--- src/rtl/io_addr_pkg.sv ---
// ------------------------------
// Address and data word widths, with the typedefs built on them
// ------------------------------

package io_addr_pkg;

    // ------------------------------
    // Widths
    // ------------------------------

    // Width of a processor data-memory address
    localparam int ADDR_WIDTH = 10;

    // Width of a data word written to a port
    localparam int WORD_WIDTH = 36;

    // ------------------------------
    // Types
    // ------------------------------

    // One memory address, whether it falls in the I/O window or not
    typedef logic [ADDR_WIDTH-1:0] addr_t;

    // One write data word as it travels down the write pipeline
    typedef logic [WORD_WIDTH-1:0] word_t;

endpackage

--- src/rtl/io_pipe_pkg.sv ---
// ------------------------------
// Predication latency and port ready levels
// ------------------------------

package io_pipe_pkg;

    // Cycles from an access entering to its enables and io_ready appearing
    localparam int PRED_LATENCY = 3;

    // A read port is ready once it holds data, so full (1) is ready
    localparam bit READ_READY_STATE = 1'b1;

    // A write port is ready while it has room, so not full (0) is ready
    localparam bit WRITE_READY_STATE = 1'b0;

endpackage

--- src/rtl/io_access_if.sv ---
// ------------------------------
// One memory access between the top level and a predication block
// ------------------------------

`timescale 1ns/1ps

interface io_access_if #(
    parameter int PORT_COUNT = 4
);

    // Request side, sampled on the same edge
    logic                    enable;
    io_addr_pkg::addr_t      addr;
    logic [PORT_COUNT-1:0]   ef;

    // Result side, each at its own pipeline stage
    logic                    not_ready;
    logic                    is_io;
    logic [PORT_COUNT-1:0]   port_sel;

    // The predication block returns the check results
    modport pred (
        input  enable,
        input  addr,
        input  ef,
        output not_ready,
        output is_io,
        output port_sel
    );

    // The top level presents the access and reads back the results
    modport core (
        output enable,
        output addr,
        output ef,
        input  not_ready,
        input  is_io,
        input  port_sel
    );

endinterface

--- src/rtl/io_active.sv ---
// ------------------------------
// One-hot port select from an address
// ------------------------------

`timescale 1ns/1ps

module io_active #(
    parameter int PORT_COUNT      = 4,
    parameter int PORT_BASE_ADDR  = 1016,
    parameter int PORT_ADDR_WIDTH = 2
) (
    input  logic                  enable,
    input  io_addr_pkg::addr_t    addr,
    output logic [PORT_COUNT-1:0] active
);

    localparam int AW = io_addr_pkg::ADDR_WIDTH;

    // Base address in the address type so its upper bits can be sliced
    localparam io_addr_pkg::addr_t BASE = io_addr_pkg::addr_t'(PORT_BASE_ADDR);

    logic                       in_window;
    logic [PORT_ADDR_WIDTH-1:0] port_index;

    // The window is every address that shares the upper bits of the base
    assign in_window  = (addr[AW-1:PORT_ADDR_WIDTH] == BASE[AW-1:PORT_ADDR_WIDTH]);

    // The port number sits in the low bits of the address
    assign port_index = addr[PORT_ADDR_WIDTH-1:0];

    // One compare per port keeps the select one-hot
    // An index at or above PORT_COUNT matches no bit and so selects nothing
    for (genvar i = 0; i < PORT_COUNT; i++) begin : g_decode
        assign active[i] = enable && in_window &&
                           (port_index == PORT_ADDR_WIDTH'(i));
    end

endmodule

--- src/rtl/io_check.sv ---
// ------------------------------
// Two-stage I/O window and port readiness check
// ------------------------------

`timescale 1ns/1ps

module io_check #(
    parameter bit READY_STATE     = 1'b1,
    parameter int PORT_COUNT      = 4,
    parameter int PORT_BASE_ADDR  = 1016,
    parameter int PORT_ADDR_WIDTH = 2
) (
    input  logic                  clock,
    input  logic                  rst,
    input  logic                  enable,
    input  io_addr_pkg::addr_t    addr,
    input  logic [PORT_COUNT-1:0] ef,
    output logic                  not_ready,
    output logic                  is_io_raw
);

    localparam int AW = io_addr_pkg::ADDR_WIDTH;

    localparam io_addr_pkg::addr_t BASE = io_addr_pkg::addr_t'(PORT_BASE_ADDR);

    // ------------------------------
    // Stage 1
    // ------------------------------

    logic                  match_s1;
    io_addr_pkg::addr_t    addr_s1;
    logic [PORT_COUNT-1:0] ef_s1;

    // Only a real access inside the window counts as an I/O access
    // The levels are taken on the same edge as the address
    always_ff @(posedge clock) begin
        if (rst) begin
            match_s1 <= 1'b0;
            addr_s1  <= '0;
            ef_s1    <= '0;
        end else begin
            match_s1 <= enable && (addr[AW-1:PORT_ADDR_WIDTH] == BASE[AW-1:PORT_ADDR_WIDTH]);
            addr_s1  <= addr;
            ef_s1    <= ef;
        end
    end

    // ------------------------------
    // Stage 2
    // ------------------------------

    logic [PORT_COUNT-1:0] sel_s1;
    logic [PORT_COUNT-1:0] ef_masked;

    // Select the addressed port, gated by the registered window match
    io_active #(
        .PORT_COUNT      (PORT_COUNT),
        .PORT_BASE_ADDR  (PORT_BASE_ADDR),
        .PORT_ADDR_WIDTH (PORT_ADDR_WIDTH)
    ) port_decode (
        .enable (match_s1),
        .addr   (addr_s1),
        .active (sel_s1)
    );

    // A bit is set where the selected port sits away from its ready level
    // Unmapped indices select no port, so they never show as not ready
    assign ef_masked = sel_s1 & (ef_s1 ^ {PORT_COUNT{READY_STATE}});

    always_ff @(posedge clock) begin
        if (rst) begin
            not_ready <= 1'b0;
            is_io_raw <= 1'b0;
        end else begin
            not_ready <= |ef_masked;
            is_io_raw <= match_s1;
        end
    end

endmodule

--- src/rtl/io_predication_top.sv ---
// ------------------------------
// Three access paths and the shared io_ready verdict
// ------------------------------

`timescale 1ns/1ps

module io_predication_top #(
    parameter int PORT_COUNT      = 4,
    parameter int PORT_BASE_ADDR  = 1016,
    parameter int PORT_ADDR_WIDTH = 2
) (
    input  logic                  clock,
    input  logic                  rst,
    input  logic                  a_enable,
    input  io_addr_pkg::addr_t    a_addr,
    input  logic                  b_enable,
    input  io_addr_pkg::addr_t    b_addr,
    input  logic                  w_enable,
    input  io_addr_pkg::addr_t    w_addr,
    input  logic [PORT_COUNT-1:0] read_ef,
    input  logic [PORT_COUNT-1:0] write_ef,
    input  io_addr_pkg::word_t    wdata,
    output logic [PORT_COUNT-1:0] a_rden,
    output logic [PORT_COUNT-1:0] b_rden,
    output logic [PORT_COUNT-1:0] wren,
    output logic                  a_is_io,
    output logic                  b_is_io,
    output logic                  w_is_io,
    output logic                  io_ready,
    output io_addr_pkg::word_t    wdata_out
);

    // ------------------------------
    // Access bundles
    // ------------------------------

    io_access_if #(.PORT_COUNT(PORT_COUNT)) a_acc ();
    io_access_if #(.PORT_COUNT(PORT_COUNT)) b_acc ();
    io_access_if #(.PORT_COUNT(PORT_COUNT)) w_acc ();

    // Both operand reads see the same read port levels
    assign a_acc.enable = a_enable;
    assign a_acc.addr   = a_addr;
    assign a_acc.ef     = read_ef;

    assign b_acc.enable = b_enable;
    assign b_acc.addr   = b_addr;
    assign b_acc.ef     = read_ef;

    assign w_acc.enable = w_enable;
    assign w_acc.addr   = w_addr;
    assign w_acc.ef     = write_ef;

    // ------------------------------
    // Predication paths
    // ------------------------------

    io_read_predication #(
        .PORT_COUNT      (PORT_COUNT),
        .PORT_BASE_ADDR  (PORT_BASE_ADDR),
        .PORT_ADDR_WIDTH (PORT_ADDR_WIDTH)
    ) a_pred (
        .clock    (clock),
        .rst      (rst),
        .acc      (a_acc.pred),
        .io_ready (io_ready),
        .rden     (a_rden)
    );

    io_read_predication #(
        .PORT_COUNT      (PORT_COUNT),
        .PORT_BASE_ADDR  (PORT_BASE_ADDR),
        .PORT_ADDR_WIDTH (PORT_ADDR_WIDTH)
    ) b_pred (
        .clock    (clock),
        .rst      (rst),
        .acc      (b_acc.pred),
        .io_ready (io_ready),
        .rden     (b_rden)
    );

    io_write_predication #(
        .PORT_COUNT      (PORT_COUNT),
        .PORT_BASE_ADDR  (PORT_BASE_ADDR),
        .PORT_ADDR_WIDTH (PORT_ADDR_WIDTH)
    ) w_pred (
        .clock     (clock),
        .rst       (rst),
        .acc       (w_acc.pred),
        .io_ready  (io_ready),
        .wdata     (wdata),
        .wren      (wren),
        .wdata_out (wdata_out)
    );

    // Stage 3 flags go straight out
    assign a_is_io = a_acc.is_io;
    assign b_is_io = b_acc.is_io;
    assign w_is_io = w_acc.is_io;

    // One unready port among the three accesses annuls the whole instruction
    // Out of reset nothing is in flight, so the verdict starts as ready
    always_ff @(posedge clock) begin
        if (rst) begin
            io_ready <= 1'b1;
        end else begin
            io_ready <= ~(a_acc.not_ready | b_acc.not_ready | w_acc.not_ready);
        end
    end

endmodule

--- src/rtl/io_read_predication.sv ---
// ------------------------------
// Read-side predication with gated per-port read enables
// ------------------------------

`timescale 1ns/1ps

module io_read_predication #(
    parameter int PORT_COUNT      = 4,
    parameter int PORT_BASE_ADDR  = 1016,
    parameter int PORT_ADDR_WIDTH = 2
) (
    input  logic                  clock,
    input  logic                  rst,
    io_access_if.pred             acc,
    input  logic                  io_ready,
    output logic [PORT_COUNT-1:0] rden
);

    logic is_io_raw;

    // Window match and readiness of the read port against the full level
    io_check #(
        .READY_STATE     (io_pipe_pkg::READ_READY_STATE),
        .PORT_COUNT      (PORT_COUNT),
        .PORT_BASE_ADDR  (PORT_BASE_ADDR),
        .PORT_ADDR_WIDTH (PORT_ADDR_WIDTH)
    ) read_check (
        .clock     (clock),
        .rst       (rst),
        .enable    (acc.enable),
        .addr      (acc.addr),
        .ef        (acc.ef),
        .not_ready (acc.not_ready),
        .is_io_raw (is_io_raw)
    );

    // ------------------------------
    // Address alignment
    // ------------------------------

    io_addr_pkg::addr_t addr_s1;
    io_addr_pkg::addr_t addr_s2;

    // Two registers bring the address level with is_io_raw
    always_ff @(posedge clock) begin
        if (rst) begin
            addr_s1 <= '0;
            addr_s2 <= '0;
        end else begin
            addr_s1 <= acc.addr;
            addr_s2 <= addr_s1;
        end
    end

    logic [PORT_COUNT-1:0] sel_raw;

    // Port select for the enables, decoded only for confirmed I/O accesses
    io_active #(
        .PORT_COUNT      (PORT_COUNT),
        .PORT_BASE_ADDR  (PORT_BASE_ADDR),
        .PORT_ADDR_WIDTH (PORT_ADDR_WIDTH)
    ) rden_decode (
        .enable (is_io_raw),
        .addr   (addr_s2),
        .active (sel_raw)
    );

    // Stage 3 lines up with io_ready, which the top registers on this edge
    always_ff @(posedge clock) begin
        if (rst) begin
            acc.port_sel <= '0;
            acc.is_io    <= 1'b0;
        end else begin
            acc.port_sel <= sel_raw;
            acc.is_io    <= is_io_raw;
        end
    end

    // Annul the read when any access of the instruction hit an unready port
    assign rden = acc.port_sel & {PORT_COUNT{io_ready}};

endmodule

--- src/rtl/io_write_predication.sv ---
// ------------------------------
// Write-side predication with gated write enable and aligned data
// ------------------------------

`timescale 1ns/1ps

module io_write_predication #(
    parameter int PORT_COUNT      = 4,
    parameter int PORT_BASE_ADDR  = 1016,
    parameter int PORT_ADDR_WIDTH = 2
) (
    input  logic                  clock,
    input  logic                  rst,
    io_access_if.pred             acc,
    input  logic                  io_ready,
    input  io_addr_pkg::word_t    wdata,
    output logic [PORT_COUNT-1:0] wren,
    output io_addr_pkg::word_t    wdata_out
);

    localparam int DEPTH = io_pipe_pkg::PRED_LATENCY;

    logic is_io_raw;

    // Write ports are ready while not full
    io_check #(
        .READY_STATE     (io_pipe_pkg::WRITE_READY_STATE),
        .PORT_COUNT      (PORT_COUNT),
        .PORT_BASE_ADDR  (PORT_BASE_ADDR),
        .PORT_ADDR_WIDTH (PORT_ADDR_WIDTH)
    ) write_check (
        .clock     (clock),
        .rst       (rst),
        .enable    (acc.enable),
        .addr      (acc.addr),
        .ef        (acc.ef),
        .not_ready (acc.not_ready),
        .is_io_raw (is_io_raw)
    );

    io_addr_pkg::addr_t    addr_s1;
    io_addr_pkg::addr_t    addr_s2;
    logic [PORT_COUNT-1:0] sel_raw;

    // Same address alignment as on the read side
    always_ff @(posedge clock) begin
        if (rst) begin
            addr_s1 <= '0;
            addr_s2 <= '0;
        end else begin
            addr_s1 <= acc.addr;
            addr_s2 <= addr_s1;
        end
    end

    io_active #(
        .PORT_COUNT      (PORT_COUNT),
        .PORT_BASE_ADDR  (PORT_BASE_ADDR),
        .PORT_ADDR_WIDTH (PORT_ADDR_WIDTH)
    ) wren_decode (
        .enable (is_io_raw),
        .addr   (addr_s2),
        .active (sel_raw)
    );

    always_ff @(posedge clock) begin
        if (rst) begin
            acc.port_sel <= '0;
            acc.is_io    <= 1'b0;
        end else begin
            acc.port_sel <= sel_raw;
            acc.is_io    <= is_io_raw;
        end
    end

    // The write is dropped entirely when the instruction is annulled
    assign wren = acc.port_sel & {PORT_COUNT{io_ready}};

    // ------------------------------
    // Write data delay line
    // ------------------------------

    io_addr_pkg::word_t wdata_pipe [DEPTH];

    // One register per pipeline stage lands the data with wren
    always_ff @(posedge clock) begin
        if (rst) begin
            for (int i = 0; i < DEPTH; i++) begin
                wdata_pipe[i] <= '0;
            end
        end else begin
            wdata_pipe[0] <= wdata;
            for (int i = 1; i < DEPTH; i++) begin
                wdata_pipe[i] <= wdata_pipe[i-1];
            end
        end
    end

    assign wdata_out = wdata_pipe[DEPTH-1];

endmodule

--- config.mk ---
export PLATFORM = sky130hd
export DESIGN_NAME = io_predication_top
export DESIGN_NICKNAME = d
export VERILOG_FILES = /design/src/rtl/io_addr_pkg.sv /design/src/rtl/io_pipe_pkg.sv /design/src/rtl/io_access_if.sv /design/src/rtl/io_active.sv /design/src/rtl/io_check.sv /design/src/rtl/io_predication_top.sv /design/src/rtl/io_read_predication.sv /design/src/rtl/io_write_predication.sv
export SDC_FILE = /design/constraint.sdc
export NUM_CORES = 1
export LEC_CHECK = 0
export BUFFER_PORTS_ARGS = -buffer_cell sky130_fd_sc_hd__buf_2
export CAP_MARGIN = 20
export CELL_PAD_IN_SITES_DETAIL_PLACEMENT = 0
export CELL_PAD_IN_SITES_GLOBAL_PLACEMENT = 1
export CORE_ASPECT_RATIO = 1.4
export CORE_UTILIZATION = 45
export CTS_BUF_LIST = sky130_fd_sc_hd__clkbuf_16
export DETAILED_ROUTE_END_ITERATION = 8
export PLACE_DENSITY = 0.88
export SETUP_SLACK_MARGIN = 0.05
export SLEW_MARGIN = 0
export SYNTH_ARGS = -nofsm -noshare
export SYNTH_HDL_FRONTEND = slang
export SYNTH_SLANG_ARGS = --single-unit
--- constraint.sdc ---
create_clock -name clock -period 3.5 [get_ports clock]
set_input_delay 0.175 -clock clock [delete_from_list [all_inputs] [get_ports clock]]
set_output_delay 0.175 -clock clock [all_outputs]
set_load 0.05 [all_outputs]
==> implementation parameters <==
Parameter                              Value

Synthesis
  Average footprint of a synthesized cell ... 12.0 um^2
  Count of unique library cells instantiated by Yosys ... 23
  Syn Std Cell Area ... 6080 um^2
  Sequential-to-total area share from yosys stat ... 0.661
  Warnings, synthesis ... 0
  Post-Syn Instances ... 509
  Synthesized flop and latch total ... 201
  Number of nets produced by synthesis ... 588

Place
  Post-placement worst setup slack ... 1.96 ns
  Input/output buffers ... 130
  DP Area ... 6600 um^2
  Estimated wirelength of the detail-placed design ... 6.35 mm
  Last weighted congestion value of the routability-driven placer ... 0.723

Layout
  Net count of the finished layout ... 760
  Fraction of layout instances using a drive strength above 1 ... 0.240
  Synthesis-to-finish area growth ... 30.5%
  Area of all placed cells without fillers ... 7940 um^2
  Utilization of the core after routing ... 0.611

Worst setup path
  Data arrival time of the critical path ... 1.39 ns
  Cell class contributing the biggest share of worst-path delay ... flip-flops
  Crit. End Element ... output port
  Worst Setup Start Kind ... flip-flop
  Reg2Reg Setup Slack ... 2.26 ns
  Max Fanout on Critical Path ... 13
  WP data required ... 3.32 ns
  Crit Reg-Reg Endpoint ... a_pred.read_check.not_ready
  Crit path depth ... 2
  Number of cell instances on the worst register-to-register path ... 2
  Bufs and invs on worst path ... 1
  Maximum cell stage delay along the critical path ... 0.49 ns
  Startpoint-to-endpoint class of the critical path ... reg -> out
  Timing endpoint of the critical path ... b_rden[2]
  Launch point of the worst path ... io_ready
  Worst path slowest cell ... sky130_fd_sc_hd__dfxtp_1
  Cell-by-cell trace of the critical path ... and2_1 -> buf_2
  Critical R2R Launch ... a_pred.addr_s1[0]

Global routing
  Busiest layer in global routing ... met2
  Global-route wire length before repair ... 17.1 mm
  Number of antenna violations at the first check in global routing ... 2
  Gr usage total ... 0.154
  Met1 demand-to-capacity share in global routing ... 0.170
  Met2 Track Usage GR ... 0.280
  GR met3 Demand/Resource ... 0.0301
  Vias in the first global route ... 3838
  Leftover overflow at the end of global routing ... 0
  Largest net degree at the start of global routing ... 115

Drt
  Final routed wirelength across all metal layers ... 10.6 mm
  Remaining routing DRC violations ... 0
  Routed wirelength normalized by instance count ... 12.1 um
  Via count normalized by instance count ... 4.30
  TritonRoute pass-1 iters ... 4
  Via total after detailed routing ... 3752
  DR iter-0 viols ... 40
  Number of antenna-violating nets in the routed design ... 0

Clocking
  Level count of the clock H-tree ... 1
  Clk sinks ... 201
  Clk root buf ... sky130_fd_sc_hd__clkbuf_16
  Clock transition at the registers of the reported paths ... 0.06 ns
  Deepest clock path buffer count ... 3
  Post-CTS Setup Inserts ... 0
  Inserted Clock Buffers ... 19
  TritonCTS clock tree ... done
  CTS-repair resized insts ... 0
  Worst-Skew Late Latency ... 0.46 ns

Status
  Outcome ... completed

Floorplan
  Initial core utilization ... 0.468
  Number of placement rows ... 49
  Total die area ... 14000 um^2
  Ports ... 131
  Standard cell core area ... 13000 um^2
  X dimension of the die ... 100 um
  Vertical extent of the die ... 140 um

STA
  Share of the clock period used by the worst path ... 0.447
  Worst slew slack as a fraction of its limit ... 0.482
  Tightest Pin Transition ... 0.777 ns
  Clock period minus final worst setup slack ... 1.57 ns
  Clock tree skew after final layout ... 0.00607 ns
  Total of endpoints with negative setup slack in the final report ... 0
  Setup TNS ... 0 ns
  Timing-limited maximum frequency ... 0.639 GHz
  Number of pins with negative max-slew slack in the final report ... 0
  Count of final hold-check violations ... 0
  Unrepaired setup endpoints after global routing ... no
  Final worst slack ... 1.93 ns

Pwr
  Post-layout total power ... 4.51 mW
  Switching Share ... 0.205
  Share of total power in sequential cells ... 0.533
  NetSw ... 923 uW
  Cell leakage power ... 3.40 nW
  PwrDens ... 568 nW/um^2
  Internal power component ... 3.58 mW
  Share of total power in the clock network ... 0.406
  Relative contribution of combinational cells to total power ... 0.061
  Worst VDD drop ... 544 uV

Hold path
  Path class of the lowest-slack min-delay path ... in -> reg

Flow run
  Max capacitance violation total ... 0
-- through the flow --
step	std cells	hold WS, ns
3_3_place_gp	761	0.385
4_1_cts	871	0.238
2_1_floorplan	509	0.303
6_report	873	0.228
3_5_place_dp	761	0.389
5_1_grt	873	0.269
-- power groups by stage --
stage	clock network [mW]	registers, mW	logic [mW]
global placement	0	2.45	0.203
global route	1.98	2.41	0.300
floorplan	0	2.44	0.156
CTS	1.88	2.40	0.275
detailed placement	0	2.45	0.207
finish	1.83	2.40	0.276
-- cells in the mapped netlist --
library cell | n | area [um^2]
sky130_fd_sc_hd__and2_1 | 12 | 75.1
sky130_fd_sc_hd__and4_1 | 2 | 17.5
sky130_fd_sc_hd__and4b_1 | 1 | 10.0
sky130_fd_sc_hd__buf_2 | 12 | 60.1
sky130_fd_sc_hd__buf_4 | 36 | 270
sky130_fd_sc_hd__buf_6 | 1 | 11.3
sky130_fd_sc_hd__clkbuf_1 | 9 | 33.8
sky130_fd_sc_hd__dfxtp_1 | 201 | 4020
sky130_fd_sc_hd__mux4_2 | 3 | 67.6
sky130_fd_sc_hd__nand2_1 | 6 | 22.5
sky130_fd_sc_hd__nand2b_1 | 6 | 37.5
sky130_fd_sc_hd__nand4_1 | 7 | 43.8
sky130_fd_sc_hd__nand4b_1 | 6 | 52.6
sky130_fd_sc_hd__nand4b_4 | 1 | 23.8
sky130_fd_sc_hd__nand4bb_1 | 2 | 22.5
sky130_fd_sc_hd__nor2_1 | 3 | 11.3
sky130_fd_sc_hd__nor2b_1 | 180 | 1130
sky130_fd_sc_hd__nor2b_2 | 2 | 17.5
sky130_fd_sc_hd__nor3_1 | 1 | 5.00
sky130_fd_sc_hd__nor4_1 | 9 | 56.3
sky130_fd_sc_hd__nor4b_1 | 5 | 43.8
sky130_fd_sc_hd__nor4b_2 | 3 | 45.0
sky130_fd_sc_hd__or2_1 | 1 | 6.26
-- area by class of cell --
| type | instances | area [um^2] |
|---|---|---|
| diodes | 2 | 5.00 |
| clock buffers | 19 | 475 |
| clock inverters | 14 | 85.1 |
| fillers | 1066 | 5060 |
| multi-input cells | 250 | 1680 |
| flip-flops and latches | 201 | 4020 |
| well taps | 178 | 223 |
| repair buffers | 209 | 1440 |
-- layer usage --
metal	share of wire	up-vias
met5	0	-
met2	0.51	112
met3	0.050	28
met4	0.035	0
met1	0.41	1694
li1	-	1918
-- cells by family (layout without fill, tap and decap cells) --
logic type	after synthesis	count (layout)	synth area share
other	0	2	0
muxes	3	3	0.0111
and+or+nand+nor	247	247	0.266
DFF	201	201	0.661
buffers and inverters	58	242	0.0617
-- what timing repair did --
item	CTS	global route
setup endpoints to repair	0	0
hold buffers	77	0
hold endpoints to repair	77	0
-- cells in the final DEF, fill, tap and decap left out, drive strengths merged --
master	n
dfxtp	201
nor2b	182
buf	132
dlygate4sd3	77
clkbuf	19
and2	12
nor4	9
clkinv	9
nor4b	8
nand4	7
nand4b	7
nand2	6
nand2b	6
inv	4
mux4	3
nor2	3
diode	2
nand4bb	2
and4	2
and4b	1
nor3	1
or2	1
bufinv	1
-- flip-flops by register name (all words and copies together) (netlist names), 4 cells and up --
name,flops
w_pred.wdata_pipe,108
a_pred.addr_s1,10
a_pred.addr_s2,10
b_pred.addr_s1,10
b_pred.addr_s2,10
w_pred.addr_s1,10
w_pred.addr_s2,10
a_pred.acc.port_sel,4
b_pred.acc.port_sel,4
b_pred.read_check.ef_s1,4
w_pred.acc.port_sel,4
w_pred.write_check.ef_s1,4
-- worst min path at each step --
stage | startpoint | end | slack [ns] | depth (start not counted)
finish | rst | w_pred.addr_s1[8] | 0.23 | 2
global route | rst | a_pred.addr_s2[4] | 0.27 | 2
CTS | rst | w_pred.wdata_pipe[0][93] | 0.24 | 2
detailed placement | b_addr[1] | b_pred.addr_s1[1] | 0.39 | 2
global placement | wdata[6] | w_pred.wdata_pipe[0][6] | 0.38 | 2
floorplan | a_addr[0] | a_pred.addr_s1[0] | 0.30 | 1
Note: power is estimated with default switching activity, not from simulation.
